$ cat src/hdl/mips_pkg.sv
package mips_pkg;

    // ------------------------------------------------------------------------
    // basic widths and constants
    // ------------------------------------------------------------------------
    typedef logic [31:0] word_t;
    typedef logic [4:0]  reg_idx_t;

    localparam word_t RESET_PC = 32'hBFC0_0000;
    localparam word_t NOP_WORD = 32'h0000_0000;

    // major opcodes, instr[31:26]
    typedef enum logic [5:0] {
        OP_SPECIAL = 6'h00,
        OP_ADDIU   = 6'h09,
        OP_SLTI    = 6'h0A,
        OP_ANDI    = 6'h0C,
        OP_ORI     = 6'h0D,
        OP_XORI    = 6'h0E,
        OP_LUI     = 6'h0F
    } opcode_e;

    // SPECIAL function codes, instr[5:0]
    typedef enum logic [5:0] {
        FN_SLL  = 6'h00,
        FN_SRL  = 6'h02,
        FN_SRA  = 6'h03,
        FN_MFHI = 6'h10,
        FN_MFLO = 6'h12,
        FN_DIVU = 6'h1B,
        FN_ADDU = 6'h21,
        FN_SUBU = 6'h23,
        FN_AND  = 6'h24,
        FN_OR   = 6'h25,
        FN_XOR  = 6'h26,
        FN_NOR  = 6'h27,
        FN_SLT  = 6'h2A,
        FN_SLTU = 6'h2B
    } funct_e;

    // execute operations
    typedef enum logic [3:0] {
        ALU_ADD, ALU_SUB, ALU_AND, ALU_OR, ALU_XOR, ALU_NOR,
        ALU_SLT, ALU_SLTU, ALU_SLL, ALU_SRL, ALU_SRA, ALU_LUI,
        ALU_DIV_START, ALU_READ_HI, ALU_READ_LO, ALU_NONE
    } alu_op_e;

    // ------------------------------------------------------------------------
    // stage payloads
    // ------------------------------------------------------------------------
    typedef struct packed {
        word_t pc;
        word_t instr;
    } fetch_out_t;

    typedef struct packed {
        word_t      pc;
        alu_op_e    alu_op;
        word_t      src_a;
        word_t      src_b;
        logic [4:0] shamt;
        reg_idx_t   dest;
        logic       writes;
    } issue_t;

    typedef struct packed {
        word_t    pc;
        reg_idx_t dest;
        word_t    data;
        logic     writes;
    } retire_t;

endpackage

$ cat src/hdl/regfile.sv
`timescale 1ns/1ps

module regfile import mips_pkg::*; (
    input  logic     clk,
    input  reg_idx_t raddr_a,
    input  reg_idx_t raddr_b,
    output word_t    rdata_a,
    output word_t    rdata_b,
    input  logic     we,
    input  reg_idx_t waddr,
    input  word_t    wdata
);

    word_t regs [32];

    // $0 is never written
    always_ff @(posedge clk) begin
        if (we && (waddr != '0)) begin
            regs[waddr] <= wdata;
        end
    end

    // combinational reads, $0 reads as zero
    always_comb begin
        rdata_a = (raddr_a == '0) ? '0 : regs[raddr_a];
        rdata_b = (raddr_b == '0) ? '0 : regs[raddr_b];
    end

endmodule

$ cat src/hdl/fetch_stage.sv
`timescale 1ns/1ps

module fetch_stage import mips_pkg::*; (
    input  logic       clk,
    input  logic       reset,
    input  logic       decode_allowin,
    input  word_t      inst_sram_rdata,
    output logic       inst_sram_en,
    output logic [3:0] inst_sram_wen,
    output word_t      inst_sram_addr,
    output word_t      inst_sram_wdata,
    output logic       fetch_valid,
    output fetch_out_t fetch_out
);

    // address of the request whose data returns this cycle
    word_t req_pc;
    logic  req_pending;
    logic  capture;

    // returned word is taken when the fetch register is free or draining
    assign capture = req_pending && (!fetch_valid || decode_allowin);

    // on a capture move on to the next word, otherwise re-issue the same one
    assign inst_sram_addr = capture ? req_pc + 32'd4 : req_pc;

    // fetch always keeps one read in flight
    assign inst_sram_en    = 1'b1;
    assign inst_sram_wen   = 4'b0000;
    assign inst_sram_wdata = '0;

    always_ff @(posedge clk) begin
        if (reset) begin
            req_pc      <= RESET_PC;
            req_pending <= 1'b0;
        end else begin
            req_pc      <= inst_sram_addr;
            req_pending <= inst_sram_en;
        end
    end

    // fetch pipeline register
    always_ff @(posedge clk) begin
        if (reset) begin
            fetch_valid <= 1'b0;
        end else begin
            fetch_valid <= capture || (fetch_valid && !decode_allowin);
        end
    end

    always_ff @(posedge clk) begin
        if (capture) begin
            fetch_out <= '{pc: req_pc, instr: inst_sram_rdata};
        end
    end

endmodule

$ cat src/hdl/decode_stage.sv
`timescale 1ns/1ps

module decode_stage import mips_pkg::*; (
    input  logic       clk,
    input  logic       reset,
    input  logic       fetch_valid,
    input  fetch_out_t fetch_out,
    output logic       decode_allowin,
    input  logic       exec_allowin,
    output logic       issue_valid,
    output issue_t     issue,
    input  retire_t    fwd_exec,
    input  logic       fwd_exec_valid,
    input  retire_t    retire,
    input  logic       retire_valid
);

    opcode_e  opcode;
    funct_e   funct;
    reg_idx_t rs;
    reg_idx_t rt;
    reg_idx_t rd;
    word_t    rf_a;
    word_t    rf_b;
    word_t    imm_ext;
    logic     use_imm;
    logic     zero_ext;
    issue_t   next_issue;

    assign opcode = opcode_e'(fetch_out.instr[31:26]);
    assign funct  = funct_e'(fetch_out.instr[5:0]);
    assign rs     = fetch_out.instr[25:21];
    assign rt     = fetch_out.instr[20:16];
    assign rd     = fetch_out.instr[15:11];

    regfile u_regfile (
        .clk     ( clk                           ),
        .raddr_a ( rs                            ),
        .raddr_b ( rt                            ),
        .rdata_a ( rf_a                          ),
        .rdata_b ( rf_b                          ),
        .we      ( retire_valid && retire.writes ),
        .waddr   ( retire.dest                   ),
        .wdata   ( retire.data                   )
    );

    // newest producer wins: execute, then writeback, then regfile
    function automatic word_t bypass(reg_idx_t idx, word_t rf_val, retire_t ex,
                                     logic ex_valid, retire_t wb, logic wb_valid);
        if (ex_valid && ex.writes && ex.dest == idx) begin
            return ex.data;
        end else if (wb_valid && wb.writes && wb.dest == idx) begin
            return wb.data;
        end
        return rf_val;
    endfunction

    // ------------------------------------------------------------------------
    // instruction decode
    // ------------------------------------------------------------------------
    always_comb begin
        next_issue        = '0;
        next_issue.pc     = fetch_out.pc;
        next_issue.alu_op = ALU_NONE;
        next_issue.shamt  = fetch_out.instr[10:6];
        next_issue.dest   = rd;
        use_imm           = 1'b0;
        zero_ext          = 1'b0;
        case (opcode)
            OP_SPECIAL: begin
                next_issue.writes = 1'b1;
                case (funct)
                    FN_ADDU: next_issue.alu_op = ALU_ADD;
                    FN_SUBU: next_issue.alu_op = ALU_SUB;
                    FN_AND:  next_issue.alu_op = ALU_AND;
                    FN_OR:   next_issue.alu_op = ALU_OR;
                    FN_XOR:  next_issue.alu_op = ALU_XOR;
                    FN_NOR:  next_issue.alu_op = ALU_NOR;
                    FN_SLT:  next_issue.alu_op = ALU_SLT;
                    FN_SLTU: next_issue.alu_op = ALU_SLTU;
                    FN_SLL:  next_issue.alu_op = ALU_SLL;
                    FN_SRL:  next_issue.alu_op = ALU_SRL;
                    FN_SRA:  next_issue.alu_op = ALU_SRA;
                    FN_MFHI: next_issue.alu_op = ALU_READ_HI;
                    FN_MFLO: next_issue.alu_op = ALU_READ_LO;
                    FN_DIVU: begin
                        next_issue.alu_op = ALU_DIV_START;
                        next_issue.writes = 1'b0;
                    end
                    default: next_issue.writes = 1'b0;
                endcase
            end
            OP_ADDIU: next_issue.alu_op = ALU_ADD;
            OP_SLTI:  next_issue.alu_op = ALU_SLT;
            OP_ANDI:  next_issue.alu_op = ALU_AND;
            OP_ORI:   next_issue.alu_op = ALU_OR;
            OP_XORI:  next_issue.alu_op = ALU_XOR;
            OP_LUI:   next_issue.alu_op = ALU_LUI;
            default:  next_issue.alu_op = ALU_NONE;
        endcase
        // immediate forms write rt
        if (opcode != OP_SPECIAL && next_issue.alu_op != ALU_NONE) begin
            use_imm           = 1'b1;
            zero_ext          = (opcode == OP_ANDI) || (opcode == OP_ORI) ||
                                (opcode == OP_XORI) || (opcode == OP_LUI);
            next_issue.dest   = rt;
            next_issue.writes = 1'b1;
        end
        // $0 destination never writes
        if (next_issue.dest == '0) begin
            next_issue.writes = 1'b0;
        end
        imm_ext = zero_ext ? {16'h0, fetch_out.instr[15:0]}
                           : {{16{fetch_out.instr[15]}}, fetch_out.instr[15:0]};
        next_issue.src_a = bypass(rs, rf_a, fwd_exec, fwd_exec_valid, retire, retire_valid);
        next_issue.src_b = use_imm ? imm_ext
                         : bypass(rt, rf_b, fwd_exec, fwd_exec_valid, retire, retire_valid);
    end

    // ------------------------------------------------------------------------
    // decode/execute register
    // ------------------------------------------------------------------------
    assign decode_allowin = !issue_valid || exec_allowin;

    always_ff @(posedge clk) begin
        if (reset) begin
            issue_valid <= 1'b0;
        end else if (decode_allowin) begin
            issue_valid <= fetch_valid;
        end
    end

    always_ff @(posedge clk) begin
        if (fetch_valid && decode_allowin) begin
            issue <= next_issue;
        end
    end

endmodule

$ cat src/hdl/divider.sv
`timescale 1ns/1ps

module divider import mips_pkg::*; (
    input  logic  clk,
    input  logic  reset,
    input  logic  start,
    input  word_t dividend,
    input  word_t divisor,
    output logic  busy,
    output logic  done,
    output word_t quotient,
    output word_t remainder
);

    typedef enum logic {IDLE, RUN} div_state_e;

    div_state_e  state;
    logic [4:0]  count;
    word_t       div_reg;
    logic [32:0] partial;
    logic [33:0] diff;

    // one restoring step: shift in the next dividend bit, try subtracting
    assign partial = {remainder, quotient[31]};
    assign diff    = {1'b0, partial} - {2'b00, div_reg};

    // result stays held until the cycle after done
    assign busy = (state == RUN) || done;

    always_ff @(posedge clk) begin
        if (reset) begin
            state <= IDLE;
            count <= '0;
            done  <= 1'b0;
        end else begin
            done <= (state == RUN) && (count == 5'd31);
            if (state == IDLE && start) begin
                state <= RUN;
                count <= '0;
            end else if (state == RUN) begin
                count <= count + 5'd1;
                if (count == 5'd31) begin
                    state <= IDLE;
                end
            end
        end
    end

    // quotient bits shift in from the bottom as dividend bits leave the top
    always_ff @(posedge clk) begin
        if (state == IDLE && start) begin
            quotient  <= dividend;
            remainder <= '0;
            div_reg   <= divisor;
        end else if (state == RUN) begin
            quotient  <= {quotient[30:0], !diff[33]};
            remainder <= diff[33] ? partial[31:0] : diff[31:0];
        end
    end

endmodule

$ cat src/hdl/execute_stage.sv
`timescale 1ns/1ps

module execute_stage import mips_pkg::*; (
    input  logic    clk,
    input  logic    reset,
    input  logic    issue_valid,
    input  issue_t  issue,
    output logic    exec_allowin,
    output retire_t fwd_exec,
    output logic    fwd_exec_valid,
    output retire_t retire,
    output logic    retire_valid
);

    word_t hi;
    word_t lo;
    word_t alu_result;
    logic  div_busy;
    logic  div_done;
    logic  div_start;
    logic  uses_hilo;
    logic  hold;
    word_t div_quotient;
    word_t div_remainder;

    // ------------------------------------------------------------------------
    // HI/LO and divider control
    // ------------------------------------------------------------------------
    assign uses_hilo = (issue.alu_op == ALU_DIV_START) || (issue.alu_op == ALU_READ_HI) ||
                       (issue.alu_op == ALU_READ_LO);
    assign hold      = issue_valid && uses_hilo && div_busy;
    assign div_start = issue_valid && (issue.alu_op == ALU_DIV_START) && !div_busy;

    // writeback register never back-pressures
    assign exec_allowin = !issue_valid || !hold;

    divider u_divider (
        .clk       ( clk           ),
        .reset     ( reset         ),
        .start     ( div_start     ),
        .dividend  ( issue.src_a   ),
        .divisor   ( issue.src_b   ),
        .busy      ( div_busy      ),
        .done      ( div_done      ),
        .quotient  ( div_quotient  ),
        .remainder ( div_remainder )
    );

    always_ff @(posedge clk) begin
        if (reset) begin
            hi <= '0;
            lo <= '0;
        end else if (div_done) begin
            hi <= div_remainder;
            lo <= div_quotient;
        end
    end

    // ------------------------------------------------------------------------
    // ALU
    // ------------------------------------------------------------------------
    always_comb begin
        case (issue.alu_op)
            ALU_ADD:     alu_result = issue.src_a + issue.src_b;
            ALU_SUB:     alu_result = issue.src_a - issue.src_b;
            ALU_AND:     alu_result = issue.src_a & issue.src_b;
            ALU_OR:      alu_result = issue.src_a | issue.src_b;
            ALU_XOR:     alu_result = issue.src_a ^ issue.src_b;
            ALU_NOR:     alu_result = ~(issue.src_a | issue.src_b);
            ALU_SLT:     alu_result = {31'b0, $signed(issue.src_a) < $signed(issue.src_b)};
            ALU_SLTU:    alu_result = {31'b0, issue.src_a < issue.src_b};
            ALU_SLL:     alu_result = issue.src_b << issue.shamt;
            ALU_SRL:     alu_result = issue.src_b >> issue.shamt;
            ALU_SRA:     alu_result = $signed(issue.src_b) >>> issue.shamt;
            ALU_LUI:     alu_result = {issue.src_b[15:0], 16'h0000};
            ALU_READ_HI: alu_result = hi;
            ALU_READ_LO: alu_result = lo;
            default:     alu_result = '0;
        endcase
    end

    assign fwd_exec = '{pc: issue.pc, dest: issue.dest, data: alu_result, writes: issue.writes};
    assign fwd_exec_valid = issue_valid && !hold;

    // writeback register
    always_ff @(posedge clk) begin
        if (reset) begin
            retire_valid <= 1'b0;
        end else begin
            retire_valid <= issue_valid && !hold;
        end
    end

    always_ff @(posedge clk) begin
        if (issue_valid && !hold) begin
            retire <= fwd_exec;
        end
    end

endmodule

$ cat src/hdl/mips_pipeline.sv
`timescale 1ns/1ps

module mips_pipeline import mips_pkg::*; (
    input  logic       clk,
    input  logic       reset,
    output logic       inst_sram_en,
    output logic [3:0] inst_sram_wen,
    output word_t      inst_sram_addr,
    output word_t      inst_sram_wdata,
    input  word_t      inst_sram_rdata,
    output word_t      debug_wb_pc,
    output logic [3:0] debug_wb_rf_wen,
    output reg_idx_t   debug_wb_rf_wnum,
    output word_t      debug_wb_rf_wdata
);

    logic       fetch_valid;
    fetch_out_t fetch_out;
    logic       decode_allowin;
    logic       issue_valid;
    issue_t     issue;
    logic       exec_allowin;
    retire_t    fwd_exec;
    logic       fwd_exec_valid;
    retire_t    retire;
    logic       retire_valid;

    fetch_stage u_fetch_stage (
        .clk             ( clk             ),
        .reset           ( reset           ),
        .decode_allowin  ( decode_allowin  ),
        .inst_sram_rdata ( inst_sram_rdata ),
        .inst_sram_en    ( inst_sram_en    ),
        .inst_sram_wen   ( inst_sram_wen   ),
        .inst_sram_addr  ( inst_sram_addr  ),
        .inst_sram_wdata ( inst_sram_wdata ),
        .fetch_valid     ( fetch_valid     ),
        .fetch_out       ( fetch_out       )
    );

    decode_stage u_decode_stage (
        .clk            ( clk            ),
        .reset          ( reset          ),
        .fetch_valid    ( fetch_valid    ),
        .fetch_out      ( fetch_out      ),
        .decode_allowin ( decode_allowin ),
        .exec_allowin   ( exec_allowin   ),
        .issue_valid    ( issue_valid    ),
        .issue          ( issue          ),
        .fwd_exec       ( fwd_exec       ),
        .fwd_exec_valid ( fwd_exec_valid ),
        .retire         ( retire         ),
        .retire_valid   ( retire_valid   )
    );

    execute_stage u_execute_stage (
        .clk            ( clk            ),
        .reset          ( reset          ),
        .issue_valid    ( issue_valid    ),
        .issue          ( issue          ),
        .exec_allowin   ( exec_allowin   ),
        .fwd_exec       ( fwd_exec       ),
        .fwd_exec_valid ( fwd_exec_valid ),
        .retire         ( retire         ),
        .retire_valid   ( retire_valid   )
    );

    // debug trace taken straight from the writeback register
    assign debug_wb_pc       = retire.pc;
    assign debug_wb_rf_wen   = {4{retire_valid && retire.writes}};
    assign debug_wb_rf_wnum  = retire.dest;
    assign debug_wb_rf_wdata = retire.data;

endmodule

$ cat config.mk
export PLATFORM = sky130hd
export DESIGN_NAME = mips_pipeline
export DESIGN_NICKNAME = d
export VERILOG_FILES = /design/src/hdl/mips_pkg.sv /design/src/hdl/regfile.sv /design/src/hdl/fetch_stage.sv /design/src/hdl/decode_stage.sv /design/src/hdl/divider.sv /design/src/hdl/execute_stage.sv /design/src/hdl/mips_pipeline.sv
export SDC_FILE = /design/constraint.sdc
export NUM_CORES = 2
export LEC_CHECK = 0
export BUFFER_PORTS_ARGS = -buffer_cell sky130_fd_sc_hd__buf_2
export CORE_UTILIZATION = 60
export DETAILED_ROUTE_END_ITERATION = 8
export HOLD_SLACK_MARGIN = 0.08
export PLACE_DENSITY = 0.77
export SLEW_MARGIN = 20
export SYNTH_ARGS = -nofsm -noshare
export SYNTH_HDL_FRONTEND = slang
export SYNTH_SLANG_ARGS = --single-unit
$ cat constraint.sdc
create_clock -name clk -period 7.5 [get_ports clk]
set_clock_uncertainty 0.15 [all_clocks]
set_input_delay 0 -clock clk [delete_from_list [all_inputs] [get_ports clk]]
set_output_delay 0 -clock clk [all_outputs]
set_load 0.02 [all_outputs]
======== Yosys cells after proc, flatten, opt, wreduce, memory -nomap -nowiden ========
Memory sizes are Yosys's and may differ from the RTL's. A register that Yosys moved wholly into a read port is not among the register bits.
Cells that the tools add are included.
word-level totals
  output and inout bits ................... 142
  word-level logic and storage cells ...... 160
  register bits after elaboration ......... 448
  memory bits (writable) .................. 1,024
  memories ................................ 1
  input port bits ......................... 34
cells by class
  add/subtract/negate cells ............... 5
  mux-type cells .......................... 34
  reductions and logical operators ........ 45
  eq/ne operators ......................... 39
  bitwise gates (word level) .............. 5
  $lt $le $gt $ge ......................... 2
  shifts and indexed selects .............. 3
memories
  memory                         depth  bits a word  rd ports  clocked after Yosys merged registers in  wr ports  line           text
  u_decode_stage.u_regfile.regs  32     32           2         2                                        1         regfile.sv:14  word_t regs [32];
operator list
  cell                                                                   count
  32-bit two-way mux                                                     14
  32-bit case mux with 14 select lines                                   1
  32-bit < comparator                                                    2
  4-bit case mux with 14 select lines                                    1
  6-bit equality test, second input constant                             8
  6-bit by 4-bit equality test with 1-bit output, second input constant  6
  33-bit by 32-bit subtractor with 34-bit output                         1
  32-bit by 3-bit adder with 32-bit output, second input constant        1
  32-bit adder                                                           1
  32-bit AND                                                             1
  32-bit inverter                                                        1
  32-bit bitwise OR                                                      1
  32-bit by 5-bit << shifter with 32-bit output                          1
  32-bit by 5-bit right shift with 32-bit output                         1
  32-bit by 5-bit >>> shifter with 32-bit output                         1
  32-bit subtractor                                                      1
  32-bit bitwise XOR                                                     1
  4-bit equality test, second input constant                             7
  4-bit case mux with 7 select lines                                     1
  5-bit equality test                                                    4
  6-bit by 5-bit equality test with 1-bit output, second input constant  3
  1-bit logical AND                                                      18
  4-bit by 3-bit equality test with 1-bit output, second input constant  4
  5-bit zero test                                                        3
  19 further kinds                                                       50

======== Longest topological paths before layout ========
  word-level depth ........................ 12
  gate-level depth with buffers ........... 14
  gate-level depth less buffers ........... 13

======== Modules after synthesis ========
A second synthesis with hierarchy kept.
second synthesis, totals
  cells, all modules ...................... 5,756
  area total of the unflattened synthesis .. 77,653.2 um^2
modules (own cells, without submodules)
  module         area each (um^2)  cells each  instances  sequential area each (um^2)
  regfile        47,929.7          2,564       1          30,749.5
  execute_stage  14,236.2          1,805       1          3,403.3
  decode_stage   5,830.6           487         1          3,353.2
  divider        5,591.6           586         1          2,702.6
  fetch_stage    4,036.4           310         1          2,502.4
  mips_pipeline  28.8              4           1          0.0

======== Worst setup path after synthesis ========
OpenSTA, ideal clock, no wires.
  path type ............................... register -> register
  start ................................... register u_decode_stage.issue[76] (netlist name)
  end ..................................... register u_decode_stage.issue[26] (netlist name)
  setup slack ............................. 1,349 ps
  cell stages (with the launch flop) ...... 13
  data required time ...................... 7,089 ps
  buffers on the path ..................... 2
  period minus slack after synthesis ...... 6,151 ps
  arrival time ............................ 5,741 ps
  library setup time ...................... 261 ps
  path through ............................ edfxtp_1 and2_1 nor3_1 nor2b_1 nand2_1 nor4_2 or3_1 clkbuf_1 buf_2 nor2_1 a21oi_1 nor2_1 a221o_1

==> flow_summary.toml <==
[floorplanning]
rows = 129
num_io_pins = 176
core_um2 = 124000
die_w_um = 357
die_y_um = 357
die_area_um2 = 128000
start_util = 0.609

[yosys]
async_flop_share = 0
synth.largest_area_cell = "edfxtp_1"
synthCells = 5022
synth_edf_count = 1327
synth.top_cells.by_area = "edfxtp_1 53%, mux4_2 20%, dfxtp_1 3.9%, mux2i_1 2.5%, ha_1 2.3%"
synth-seq-cells = 1474
netlist-cell-type-count = 90
yosys_warnings = 0
syn_area_per_cell_um2 = 15.1
synth.yosys.seq_area_share = 0.565
synth.most_common_cell = "edfxtp_1"
synth_ff_type = "edfxtp_1"
syn_area_um2 = 75700
yosysTopAreaCellShare = 0.526
yosys-top-cells-count = "1327 x edfxtp_1, 677 x mux4_2, 346 x nor2_1"

[power]
power_w = 0.0195
p_leak_nw = 28.5
ir_worst_vdd_mv = 0.264
power.density_nw_per_um2 = 232

[place]
dpl.hpwl_um = 159000
dpl_worst_slack_ns = 2.46
portBuffers = 134
placed_cells = 6528
place.gp.congestion = 1.07

[clock_network]
clk_pin_slew_ns = 0.06
h-tree-depth = 4
root_buffer = "clkbuf_16"
cts_buffer_depth = 3
cts_tree = "done"
clk_latency_ns = 0.81
cts_resized = 0
cts_buffers = 151
cts_num_sinks = 1474

[worst_setup_path]
critPathArrivalTime_ns = 5.56
end_kind = "register"
crit_path_max_fanout = 9
reg2reg_from = "u_decode_stage.issue[14]$_DFFE_PP_"
worstSetupStartpointType = "register"
r2r_cells = 11
ff2ff_setup_slack_ns = 2.30
worstPathRequired_ns = 7.86
r2r-end = "u_decode_stage.issue[24]$_DFFE_PP_"
criticalPathCategory = "reg -> reg"

[drt]
wl_per_cell_um = 37.7
dr.first_iter.drc_count = 8499
routed_wl_um = 260000
vias = 52167
ant_nets = 0
dr.pass1.iters = 8
drc = 0
vias_per_cell = 7.56

[timing]
final_max_slew_viol_count = 0
min_period_ns = 5.20
fmax_ghz = 0.192
rsz0062_at_grt = "false"
setup-tns-final_ns = 0
worst_slack_ns = 2.30
finalSetupViolCount = 0
worst_pin_slew_ns = 1.24
hold_viol = 0
final.period_utilization = 0.693
relSlewSlack = 0.173

[cells_and_area]
largest_reg_flops = 1024
reg_top3 = "u_decode_stage.u_regfile.regs x1024, u_decode_stage.issue x109, u_execute_stage.retire x68"
layout.nets = 5306
drive_gt1_frac = 0.248
top_register = "u_decode_stage.u_regfile.regs"
syn_to_final_growth_pct = 11.0
final_cells = 6902

[global_route]
grt_first_pass_wirelength_um = 368000
grt_start_max_net_pins = 135
grt-ovfl-total = 0
first_global_vias = 51151
antenna_found_initial = 14
track_usage = 0.408

[status]
status = "finished clean"

[hold_path]
hold_path_depth = 0
hold_class = "reg -> reg"
hold_start = "u_fetch_stage.fetch_out[50]$_DFFE_PP_"
min_to = "u_decode_stage.issue[97]$_DFFE_PP_"

[flow_run]
maxCapViolCount = 0
-- metrics by stage --
step	util	hold slack [ns]	cell area, um^2
final	0.676	0.257	84100
after floorplan	-	-0.0511	76000
after CTS	0.673	0.254	83700
after detailed placement	0.627	0.0291	78000
after global placement	0.626	0.0284	77900
after global routing	0.675	0.268	84100
-- what timing repair did --
item,in CTS,in global routing
endpoints found under the hold margin,147,0
setup buffers,0,0
hold buffers,65,0
-- logic make-up after synthesis --
logic type / synth area share
simple gates: 0.0602
xor+xnor: 0.00971
other cells: 0.0000992
flops: 0.565
compound gates: 0.0708
mux: 0.233
buf+inv: 0.0381
fa+ha+maj: 0.0236
-- routing by layer --
| metal | routed length, um | up-vias | GRT usage | part of all wire |
|---|---|---|---|---|
| li1 | - | 20226 | - | - |
| met1 | 85700 | 26020 | 0.509 | 0.33 |
| met2 | 120000 | 4737 | 0.631 | 0.46 |
| met3 | 32200 | 1168 | 0.0991 | 0.12 |
| met5 | 104 | - | 0 | 0.00040 |
| met4 | 21800 | 16 | 0.289 | 0.084 |
-- cell type report --
cell class | instances | area, um^2
diodes | 5 | 12.5
clock buffers | 184 | 3930
clock inverters | 97 | 1130
fillers | 8005 | 40400
inverters | 174 | 653
multi-input cells | 2982 | 30700
flip-flops and latches | 1474 | 42800
well taps | 1637 | 2050
repair buffers | 349 | 2790
-- worst max path at each step --
stage / startpoint / slack, ns / end / depth (start not counted)
after floorplan: u_decode_stage.issue[76]$_DFFE_PP_ / 1.35 / u_decode_stage.issue[26]$_DFFE_PP_ / 12
after global placement: u_decode_stage.issue[22]$_DFFE_PP_ / 2.37 / u_decode_stage.issue[24]$_DFFE_PP_ / 12
after detailed placement: u_decode_stage.issue[76]$_DFFE_PP_ / 2.46 / u_decode_stage.issue[23]$_DFFE_PP_ / 10
after CTS: u_decode_stage.issue[76]$_DFFE_PP_ / 2.42 / u_decode_stage.issue[23]$_DFFE_PP_ / 10
after global routing: u_decode_stage.issue[76]$_DFFE_PP_ / 2.19 / inst_sram_addr[26] / 10
final: u_decode_stage.issue[14]$_DFFE_PP_ / 2.30 / u_decode_stage.issue[24]$_DFFE_PP_ / 11
-- placed cells by master, fill, tap and decap left out, drive strengths merged, types with 32 or more instances in the layout --
master       instances
edfxtp            1327
clkinv              70
and2                37
clkbuf             184
o221ai              41
conb                73
nand2              262
dfxtp              147
xnor2               52
mux2i              186
xor2                32
o21ai              168
a221oi              45
inv                178
buf                284
nor2               346
a21o                32
ha                 137
a22oi               35
dlygate4sd3         65
nor3                66
nand3              112
nand2b              33
mux4               682
a21oi              187
mux2                33
-- report_power, final --
group	internal (W)	leakage (nW)	total [W]	switching, W
logic	0.00101	12.9	0.00244	0.00142
clock network	0.00438	2.46	0.00781	0.00343
registers	0.00903	13.2	0.00926	0.000230
total	0.0144	28.5	0.0195	0.00508
-- critical path, stage by stage (launching register included) --
cell and delay (ns):
edfxtp_1 0.59, inv_1 0.35, ha_1 0.47, or4_1 0.59, a21oi_1 0.30, o21ai_1 0.32, and2_1 0.31, a221oi_1 0.31
a21oi_1 0.15, a2111oi_1 0.94, buf_4 0.28, o221ai_1 0.16
(Power assumes the default switching activity.)
